## src/hdl/ramPkg.sv

```systemverilog
// bus package: address and data types, write-size codes, request and response structs
package ramPkg;

    // byte address as seen by every master
    typedef logic [23:0] ramAddr;

    // one memory word, byte 0 in bits 7:0
    typedef logic [31:0] ramData;

    // write size code carried with a write strobe
    typedef logic [1:0] dinSize;

    localparam dinSize sizeByte = 2'd0;
    localparam dinSize sizeHalf = 2'd1;
    localparam dinSize sizeWord = 2'd2;

    // master to memory, strobes are active low
    typedef struct packed {
        ramAddr addr;
        ramData din;
        dinSize size;
        logic   oeN;
        logic   weN;
        logic   rfshN;
    } ramReq;

    // memory to master
    typedef struct packed {
        ramData dout;
        logic   ackN;
        // single-cycle pulse when an access starts
        logic   timing;
    } ramRsp;

    // a silent master drives this; also the neutral value for OR/AND merging
    localparam ramReq reqIdle = '{
        addr:  '0,
        din:   '0,
        size:  sizeByte,
        oeN:   1'b1,
        weN:   1'b1,
        rfshN: 1'b1
    };

endpackage

```

## src/hdl/memCfgPkg.sv

```systemverilog
// configuration package: master count, RAM depth, wait states, refresh counter type
package memCfgPkg;

    // number of masters sharing the port
    localparam int hostCount = 3;

    // RAM holds 2**wordAddrBits words
    // byte address bits above the word index are ignored
    localparam int wordAddrBits = 8;

    // cycles spent in the ACCESS state
    localparam int waitStates = 2;

    // refresh counter, wraps silently
    typedef logic [15:0] rfshCount;

endpackage

// number of refreshes seen since reset is exported at the top
// as a rfshCount value

```

## src/hdl/busMerge.sv

```systemverilog
// busMerge: folds all master requests into one registered request, fans the registered response out
module busMerge (
    input  logic            CLK,
    input  logic            RESET_n,
    input  ramPkg::ramReq   hostReq [memCfgPkg::hostCount],
    output ramPkg::ramReq   memReq,
    input  ramPkg::ramRsp   memRsp,
    output ramPkg::ramRsp   hostRsp [memCfgPkg::hostCount]
);
    import ramPkg::*;
    import memCfgPkg::*;

    // combined request before the register stage
    ramReq merged;

    // response after the register stage, shared by every master
    ramRsp rspReg;

    // idle masters drive zeros and high strobes
    // so OR on payload and AND on strobes picks the active one
    always_comb begin
        merged = reqIdle;
        for (int i = 0; i < hostCount; i++) begin
            merged.addr  = merged.addr  | hostReq[i].addr;
            merged.din   = merged.din   | hostReq[i].din;
            merged.size  = merged.size  | hostReq[i].size;
            merged.oeN   = merged.oeN   & hostReq[i].oeN;
            merged.weN   = merged.weN   & hostReq[i].weN;
            merged.rfshN = merged.rfshN & hostReq[i].rfshN;
        end
    end

    // request side register
    always_ff @(posedge CLK or negedge RESET_n) begin
        if (!RESET_n) begin
            memReq <= reqIdle;
        end else begin
            memReq <= merged;
        end
    end

    // response side register
    always_ff @(posedge CLK or negedge RESET_n) begin
        if (!RESET_n) begin
            rspReg.dout   <= '0;
            rspReg.ackN   <= 1'b1;
            rspReg.timing <= 1'b0;
        end else begin
            rspReg <= memRsp;
        end
    end

    // every master gets the same copy
    // masters that are not accessing just ignore it
    always_comb begin
        for (int i = 0; i < hostCount; i++) begin
            hostRsp[i] = rspReg;
        end
    end

endmodule

```

## config.mk

```make
export PLATFORM = sky130hd
export DESIGN_NAME = busMerge
export DESIGN_NICKNAME = d
export VERILOG_FILES = /design/src/hdl/ramPkg.sv /design/src/hdl/memCfgPkg.sv /design/src/hdl/busMerge.sv
export SDC_FILE = /design/constraint.sdc
export NUM_CORES = 1
export LEC_CHECK = 0
export BUFFER_PORTS_ARGS = -buffer_cell sky130_fd_sc_hd__buf_2
export CORE_AREA = 2 2 148 150
export DETAILED_ROUTE_END_ITERATION = 12
export DIE_AREA = 0 0 150 152
export MAX_ROUTING_LAYER = met4
export PLACE_DENSITY = 0.5
export SLEW_MARGIN = 20
export SYNTH_ARGS = -nofsm -noshare
export SYNTH_HDL_FRONTEND = slang
export SYNTH_SLANG_ARGS = --single-unit
```

## constraint.sdc

```tcl
create_clock -name CLK -period 0.8 [get_ports CLK]
set_input_delay 0.12 -clock CLK [delete_from_list [all_inputs] [get_ports CLK]]
set_output_delay 0.12 -clock CLK [all_outputs]
set_load 0.01 [all_outputs]
```

==> metrics.md <==
| Metric | Value |
|---|---|
| Status | `complete, but fails checks` |
| Failing checks | `negative hold slack, negative setup slack` |
| Flop pwr share | `46.6%` |
| Kind of end point of the critical path | `output port` |
| Largest net degree at the start of global routing | `50` |
| Synth-to-layout area growth | `83.3%` |
| Final #Nets | `805` |
| CP arrival | `1.00 ns` |
| Clock-pin slew on the worst setup and hold paths | `0.07 ns` |
| Critical Path Fanout Max | `3` |
| Total congestion overflow | `0` |
| # diodes | `0` |
| Clk network pwr share | `between 30% and 40%` |
| Synth Area in Adders | `0%` |
| Crit-path cells | `buf_2` |
| DR WL/cell | `12.7 um` |
| Final setup margin | `-0.319 ns` |
| Core ar. | `approximately 21000 um2` |
| Share of post-route cells with drive strength above 1 | `68.1%` |
| Fin crit share | `140%` |
| DRT iter0 DRCs | `93` |
| Slew of the pin with the lowest slew margin | `between 0.2 and 0.3 ns` |
| Clock buffer depth | `2` |
| Max cap viols | `0` |
| I/O pins | `around 380` |
| CTS buffer count | `9` |
| Final hold viol count | `58` |
| Yosys reg bits | `95` |
| Final core occ | `between 20% and 30%` |
| I/O Buffers | `approximately 380` |
| NetSw | `~2.6 mW` |
| Number of distinct library cells after synthesis | `5` |
| Commonest non-fill, non-tap cell in the layout | `buf_2` |
| CTS tree | `done` |
| Hold_ws | `-0.0471 ns` |
| Hold buffer count at cts | `38` |
| Drc violations | `0` |
| Crit path buf inv count | `1` |
| Die Area | `between 20000 and 25000 um2` |
| Combinational power share | `14.2%` |
| Worst vdd ir | `just under 800 uV` |
| CP Launch Point | `hostRsp[1]` |
| XOR/XNOR Fraction of Synth Area | `0%` |
| Vias per Instance | `around 3.4` |
| # H-tree levels | `3` |
| Cell Area, Synth | `~3300 um2` |
| Syn Nets | `443` |
| WL final | `11000 um` |
| Fin crit period | `1.12 ns` |
| Cells after synthesis | `224` |
| Final Max Tran Viols | `0` |
| Post-CTS Setup Bufs | `0` |
| Vias in the first global route | `3017` |
| Slowest library cell on the worst path | `dfstp_2` |
| Die extent in x | `150 um` |
| Hold Crit Class | `input pin to flop` |
| CP Launch Type | `flop` |
| Max Clock Freq | `894 MHz` |
| Initial core utilization | `15.3%` |
| Routed Antenna Nets | `0` |
| Sequential share of the synthesized area | `slightly above 70%` |
| Die Span Y | `about 150 um` |
| DR vias | `around 3000` |
| RSZ-0062 raised after global routing | `yes` |
| Clk sinks | `95` |
| Synth Area in Simple Gates | `11.7%` |
| Levels on crit path | `1` |
| Finished layout cell area | `6000 um2` |
| Setup TNS | `-31.45 ns` |
| Placed cell area | `5060 um2` |
| Place WS | `0.0493 ns` |
| Worst slew margin | `roughly 82%` |
| Mux contribution to synthesized area | `0%` |
| Routability cong. | `approximately 0.80` |
| Data required, critical path | `0.68 ns` |
| Hold Path Cell Cnt | `2` |
| Gr usage total | `about a tenth` |
| Synth Area in Compound Gates | `0%` |
| Delay-heaviest family, CP | `flip-flops` |
| First-pass DRT Iterations | `4` |
| Static Leak | `2.93 nW` |
| Syn Area/Cell | `14.6 um2` |
| Root Driver | `clkbuf_16` |
| Net Sw Frac | `approximately a quarter` |
| Power density cells | `1830 nW/um2` |
| Crit path largest cell delay | `0.53 ns` |
| Synth Warn # | `0` |
| WS Path Type | `flop to output port` |
| Row count | `54` |
| First-pass GRT wire length | `15900 um` |
| HPWL after DPL | `approximately 8900 um` |
| Most frequent cells in the layout | `buf_2, dfrtp_1, or3_1` |
| Setup-failing EPs final | `163` |
| Antenna violations before repair | `0` |
| Hold Startpoint | `hostReq[40]` |
| Pint | `8.43 mW` |
| Main combinational cell family by area after synthesis | `buffers and inverters` |
| Tot Pwr | `roughly 11 mW` |
-- registers in the layout, indices dropped and copies added (netlist names) --
register  cells
memReq       61
hostRsp      34
-- final cells by class --
cell class	count	area, um2
clock buffer	10	239
clock inverter	5	58.8
fill	2222	15300
multi-input combinational	61	382
sequential	95	2380
tap	280	350
timing repair buffer	419	2590
-- power by group through the flow --
stage | combinational [mW] | clock (mW) | sequential (mW)
after floorplan | 0.419 | 0 | 5.31
after global placement | 1.32 | 0 | 5.19
after detailed placement | 1.33 | 0 | 5.20
after CTS | 1.54 | 4.59 | 5.12
after global routing | 1.71 | 4.76 | 5.16
final | 1.56 | 4.32 | 5.13
-- metal layers --
| metal | up-vias | track usage (%) | wire length [um] |
|---|---|---|---|
| met5 | - | - | 0 |
| met4 | 0 | 3.64 | 168 |
| li1 | 1399 | - | - |
| met3 | 11 | 3.03 | 984 |
| met1 | 1353 | 9.18 | 3750 |
| met2 | 201 | 18.0 | 6110 |
-- cells in the mapped netlist, drive strengths merged --
cell type  count  share of area (%)
or3           58                 11
dfrtp         91                 70
dfstp          4                3.2
buf           68                 16
and3           3               0.57
-- timing repair --
item | 4_1_cts | 5_1_grt
gates resized for setup | 34 | 20
endpoints found under the setup margin | 163 | 165
hold endpoints to repair | 184 | 58
pin swaps | 0 | 1
-- worst paths after layout --
kind,end,slack (ns)
setup / recovery,hostRsp[35],-0.32
hold / removal,memReq[40],-0.05
max in group asynchronous,memReq[0],0.20
min in group asynchronous,hostRsp[18],0.29
-- per-stage QoR --
step,std cells,hold WS (ns)
after global routing,870,-0.0643
after CTS,872,-0.0724
final,870,-0.0471
after global placement,819,0.123
after detailed placement,819,0.123
after floorplan,224,-0.176
-- kinds of logic (layout without fill, tap and decap cells) --
group         after synthesis  after routing
buf+inv                    68            434
flops                      95             95
simple gates               61             61
(Power assumes the default switching activity.)
