[src/hdl/ramPkg.sv]
// bus package: address and data types, write-size codes, request and response structs
package ramPkg;

    // byte address as seen by every master
    typedef logic [23:0] ramAddr;

    // one memory word, byte 0 in bits 7:0
    typedef logic [31:0] ramData;

    // write size code carried with a write strobe
    typedef logic [1:0] dinSize;

    localparam dinSize sizeByte = 2'd0;
    localparam dinSize sizeHalf = 2'd1;
    localparam dinSize sizeWord = 2'd2;

    // master to memory, strobes are active low
    typedef struct packed {
        ramAddr addr;
        ramData din;
        dinSize size;
        logic   oeN;
        logic   weN;
        logic   rfshN;
    } ramReq;

    // memory to master
    typedef struct packed {
        ramData dout;
        logic   ackN;
        // single-cycle pulse when an access starts
        logic   timing;
    } ramRsp;

    // a silent master drives this; also the neutral value for OR/AND merging
    localparam ramReq reqIdle = '{
        addr:  '0,
        din:   '0,
        size:  sizeByte,
        oeN:   1'b1,
        weN:   1'b1,
        rfshN: 1'b1
    };

endpackage

[src/hdl/memCfgPkg.sv]
// configuration package: master count, RAM depth, wait states, refresh counter type
package memCfgPkg;

    // number of masters sharing the port
    localparam int hostCount = 3;

    // RAM holds 2**wordAddrBits words
    // byte address bits above the word index are ignored
    localparam int wordAddrBits = 8;

    // cycles spent in the ACCESS state
    localparam int waitStates = 2;

    // refresh counter, wraps silently
    typedef logic [15:0] rfshCount;

endpackage

// number of refreshes seen since reset is exported at the top
// as a rfshCount value

[src/hdl/ramController.sv]
// ramController: access FSM with wait states, byte-lane write decode, refresh counter, acknowledge hold
module ramController (
    input  logic                                CLK,
    input  logic                                RESET_n,
    input  ramPkg::ramReq                       memReq,
    output ramPkg::ramRsp                       memRsp,
    output logic                                we,
    output logic [3:0]                          byteEn,
    output logic [memCfgPkg::wordAddrBits-1:0]  wordAddr,
    output ramPkg::ramData                      wdata,
    input  ramPkg::ramData                      rdata,
    output memCfgPkg::rfshCount                 refreshes
);
    import ramPkg::*;
    import memCfgPkg::*;

    localparam int cntBits = $clog2(waitStates + 1);
    localparam logic [cntBits-1:0] waitLast = cntBits'(waitStates - 1);

    typedef enum logic [1:0] {
        IDLE,
        ACCESS,
        RESPOND,
        RELEASE
    } ctrlState;

    ctrlState           state;
    // request captured when the access starts
    ramReq              reqLatch;
    logic [cntBits-1:0] waitCnt;
    logic               anyStrobe;
    logic               lastWait;
    logic               isRead;
    logic               isWrite;
    logic               isRefresh;

    assign anyStrobe = !(memReq.oeN && memReq.weN && memReq.rfshN);
    assign lastWait  = (waitCnt == waitLast);
    assign isRead    = !reqLatch.oeN;
    assign isWrite   = !reqLatch.weN;
    assign isRefresh = !reqLatch.rfshN;

    // word index, byte offset bits and upper address bits are dropped
    assign wordAddr = reqLatch.addr[wordAddrBits+1:2];

    // write strobe on the last ACCESS cycle only
    assign we = (state == ACCESS) && lastWait && isWrite;

    // lane decode, data shifted up to the addressed lanes
    always_comb begin
        case (reqLatch.size)
            sizeByte: begin
                byteEn = 4'b0001 << reqLatch.addr[1:0];
                wdata  = ramData'(reqLatch.din[7:0]) << {reqLatch.addr[1:0], 3'b000};
            end
            sizeHalf: begin
                // j is address bit 1, lanes 2j and 2j+1
                byteEn = 4'b0011 << {reqLatch.addr[1], 1'b0};
                wdata  = ramData'(reqLatch.din[15:0]) << {reqLatch.addr[1], 4'b0000};
            end
            default: begin
                byteEn = 4'b1111;
                wdata  = reqLatch.din;
            end
        endcase
    end

    // request latch, payload only
    always_ff @(posedge CLK) begin
        if (state == IDLE && anyStrobe) begin
            reqLatch <= memReq;
        end
    end

    always_ff @(posedge CLK or negedge RESET_n) begin
        if (!RESET_n) begin
            state         <= IDLE;
            waitCnt       <= '0;
            memRsp.dout   <= '0;
            memRsp.ackN   <= 1'b1;
            memRsp.timing <= 1'b0;
            refreshes     <= '0;
        end else begin
            case (state)
                IDLE: begin
                    if (anyStrobe) begin
                        memRsp.timing <= 1'b1;
                        waitCnt       <= '0;
                        state         <= ACCESS;
                    end
                end
                ACCESS: begin
                    // timing pulse ends after one cycle
                    memRsp.timing <= 1'b0;
                    if (lastWait) begin
                        state <= RESPOND;
                    end else begin
                        waitCnt <= waitCnt + 1'b1;
                    end
                end
                RESPOND: begin
                    // rdata is the registered read of the latched word
                    memRsp.ackN <= 1'b0;
                    memRsp.dout <= isRead ? rdata : '0;
                    if (isRefresh) begin
                        refreshes <= refreshes + 1'b1;
                    end
                    state <= RELEASE;
                end
                default: begin
                    // RELEASE: hold ack until the master lets go
                    if (!anyStrobe) begin
                        memRsp.ackN <= 1'b1;
                        memRsp.dout <= '0;
                        state       <= IDLE;
                    end
                end
            endcase
        end
    end

endmodule

[config.mk]
export PLATFORM = sky130hd
export DESIGN_NAME = ramController
export DESIGN_NICKNAME = d
export VERILOG_FILES = /design/src/hdl/ramPkg.sv /design/src/hdl/memCfgPkg.sv /design/src/hdl/ramController.sv
export SDC_FILE = /design/constraint.sdc
export NUM_CORES = 1
export LEC_CHECK = 0
export BUFFER_PORTS_ARGS = -buffer_cell sky130_fd_sc_hd__buf_2
export CAP_MARGIN = 20
export CORE_MARGIN = 2
export CORE_UTILIZATION = 43
export DETAILED_ROUTE_END_ITERATION = 12
export GPL_ROUTABILITY_DRIVEN = 0
export PLACE_DENSITY_LB_ADDON = 0.08
export SETUP_SLACK_MARGIN = 0.15
export SYNTH_ARGS = -nofsm -noshare
export SYNTH_HDL_FRONTEND = slang
export SYNTH_SLANG_ARGS = --single-unit
export TNS_END_PERCENT = 5
[constraint.sdc]
create_clock -name CLK -period 2.4 [get_ports CLK]
set_input_delay 0.12 -clock CLK [delete_from_list [all_inputs] [get_ports CLK]]
set_output_delay 0.12 -clock CLK [all_outputs]
set_load 0.005 [all_outputs]
==> flow_metrics.tcl <==
set metrics [dict create \
    status "completed" \
    clk-insertion-delay-late_ns 0.34 \
    maxCapViolations 0 \
    yosysWarnings 0 \
    port_buffers 175 \
    finalHoldViolCount 0 \
    grt_pass1_wl_mm 17.3 \
    p_leak_nw 2.98 \
    ioPinCount 190 \
    fin_util 0.645 \
    place_ws_ns 0.478 \
    vdd_ir_drop_max_v 0.000558 \
    crit_fanout 9 \
    clk_path_buf_depth 2 \
    dpl_cell_area_sq_um 5400 \
    drtAntennaViolNets 0 \
    design_area_sq_um 6360 \
    holdPathStages 3 \
    hp-class "primary input to flip-flop" \
    grt_pass1_vias 3598 \
    grt_max_degree 65 \
    syn_area_sq_um 4420 \
    pwr-share-seq 0.463 \
    rsz0062_at_grt "no" \
    post-route-drc-count 0 \
    die_height_um 105 \
    p_int_mw 3.76 \
    diodes 0 \
    clock_sinks 101 \
    worst_slew_pin_slew_ns 0.654 \
    combPwrFrac 0.367 \
    drive_gt1_frac 0.339 \
    start_util 0.448 \
    antenna_found_initial 0 \
    startpoint_type "flip-flop" \
    grt_overflow_total 0 \
    nNetsFinal 730 \
    p_per_area_nw_per_um2 901 \
    final.min_clock_period_ns 2.03 \
    seq_area_frac_synth 0.626 \
    netlist.area_leader.share 0.320 \
    dieArea_sq_um 11100 \
    required_ns 2.28 \
    rows 36 \
    fp.dieW_um 105 \
    clock.fmax_mhz 492 \
    crit_arrival_ns 1.91 \
    h-tree-depth 3 \
    worst_hold_slack_ns 0.0162 \
    first_pass_iters 5 \
    ys_top_cells_by_area "edfxtp_1 32%, dfrtp_1 30%, nand2_1 6.8%" \
    yosysTopAreaCell "edfxtp_1" \
    grtUsageTotal 0.194 \
    cts_inserted_buffers 9 \
    slew_violations 0 \
    syn_area_per_cell_sq_um 11.4 \
    syn_nets 486 \
    cts-root-buf "clkbuf_8" \
    viasPerCell 4.91 \
    max_slew_margin 0.563 \
    reg2reg_depth 6 \
    finalSetupViolCount 0 \
    dp_hpwl_mm 7.34 \
    synth_cell_type_count 45 \
    ys_seq_elements 101 \
    clkPwrFrac 0.170 \
    fin_crit_sh 0.846 \
    synthToLayoutAreaGrowth_pct 44.1 \
    end_kind "output port" \
    path_class "flip-flop to output port" \
    p_sw_frac 0.344 \
    finalSetupTns_ns 0 \
    drtIter0Drc 177 \
    vias 3770 \
    cts_tree "yes" \
    core_area_sq_um 9860 \
    wl_per_cell_um 14.4 \
    p_sw_mw 1.97 \
    path_clk_slew_ns 0.09 \
    worst_slack_ns 0.369 \
    finClkSkew_ns 0.00943 \
    drt_wl_total_mm 11.1 \
    syn-instance-count 386 \
]
## repair_timing
action                                 4_1_cts  5_1_grt
endpoints found under the hold margin       99        2
setup endpoints to repair                    3        8
gates resized for setup                      1        1
hold buffers                                74        2
setup buffers                                0        2
pin swaps                                    0        0
## flip-flops by register name (all words and copies together) (netlist names)
signal     count
state          2
refreshes     16
reqLatch      39
wordAddr       8
waitCnt        2
memRsp        34
## power groups by stage
stage	registers, mW	logic (mW)	clock network (mW)
finish	2.66	2.10	0.975
detailed placement	2.69	2.00	0
CTS	2.66	2.10	1.03
global route	2.72	2.36	1.09
global placement	2.67	1.95	0
floorplan	2.67	1.16	0
## cell usage after synthesis (all sizes together)
| cell type | instances |
|---|---|
| nor3b | 10 |
| inv | 15 |
| xor2 | 7 |
| nand3 | 7 |
| nand4 | 2 |
| a221o | 1 |
| nand3b | 1 |
| o21bai | 4 |
| dfstp | 1 |
| a222oi | 9 |
| a21oi | 12 |
| o21ai | 45 |
| and2 | 10 |
| nor2 | 11 |
| nor4 | 1 |
| nand2b | 2 |
| a22o | 8 |
| xnor2 | 8 |
| or3 | 1 |
| clkbuf | 5 |
| o211ai | 1 |
| and3 | 2 |
| mux2 | 2 |
| a211oi | 1 |
| and4 | 2 |
| nand4b | 1 |
| buf | 23 |
| nand2 | 80 |
| nor3 | 5 |
| nor2b | 3 |
| mux2i | 1 |
| edfxtp | 47 |
| dfrtp | 53 |
| ha | 5 |
## cell usage in the layout, fill, tap and decap left out, drive strengths merged, types with 8 or more instances in the layout
cell type | Yosys | final
edfxtp | 47 | 47
clkbuf | 5 | 13
nor3b | 10 | 10
xnor2 | 8 | 8
a21oi | 12 | 12
and2 | 10 | 10
nor2 | 11 | 11
a22o | 8 | 8
nand2 | 80 | 80
buf | 23 | 185
inv | 15 | 15
dlygate4sd3 | 0 | 76
o21ai | 45 | 45
a222oi | 9 | 9
dfrtp | 53 | 53
## worst paths after layout
check | from | end | slack (ns)
setup reg to reg | state[0] | memRsp[28] | 0.48
hold / removal | rdata[28] | memRsp[30] | 0.02
min in group asynchronous | RESET_n | refreshes[15] | 0.33
max in group asynchronous | RESET_n | memRsp[10] | 1.36
setup / recovery | reqLatch[4] | wdata[29] | 0.37
hold reg to reg | refreshes[15] | refreshes[15] | 0.47
## cells by family after synthesis
| logic type | share of synthesized area |
|---|---|
| and+or+nand+nor | 0.160 |
| adders and majority gates | 0.0142 |
| buffers and inverters | 0.0487 |
| xor gates and xnor gates | 0.0297 |
| muxes | 0.00737 |
| DFF | 0.626 |
| AOI/OAI and AO/OA | 0.114 |
## worst max-delay path, stage by stage (launching register included)
cell and delay, ns:
edfxtp_1 0.44, nand2b_1 0.36, nor3_4 0.40, a222oi_1 0.14
inv_1 0.11, buf_2 0.11
## final cells by class
type,instances,area [sq um]
clock buffer,13,159
fill,780,3500
multi-input combinational,242,1460
sequential,101,2760
timing repair buffer,261,1740
clock inverter,3,21.3
tap,133,166
inverter,15,56.3
## metrics by stage
step | instances | total power [mW]
2_1_floorplan | 386 | 3.84
3_3_place_gp | 674 | 4.63
3_5_place_dp | 674 | 4.69
4_1_cts | 764 | 5.79
5_1_grt | 768 | 6.17
6_report | 768 | 5.73
## metal layers
layer	up-vias	track usage	wire, um	share of wire
met4	0	0.0581	212	0.019
met3	17	0.0396	558	0.050
li1	1828	-	-	-
met1	1795	0.253	4710	0.43
met2	130	0.328	5600	0.51
met5	-	0	0	0
No activity file was read; power rests on OpenSTA's default activity.
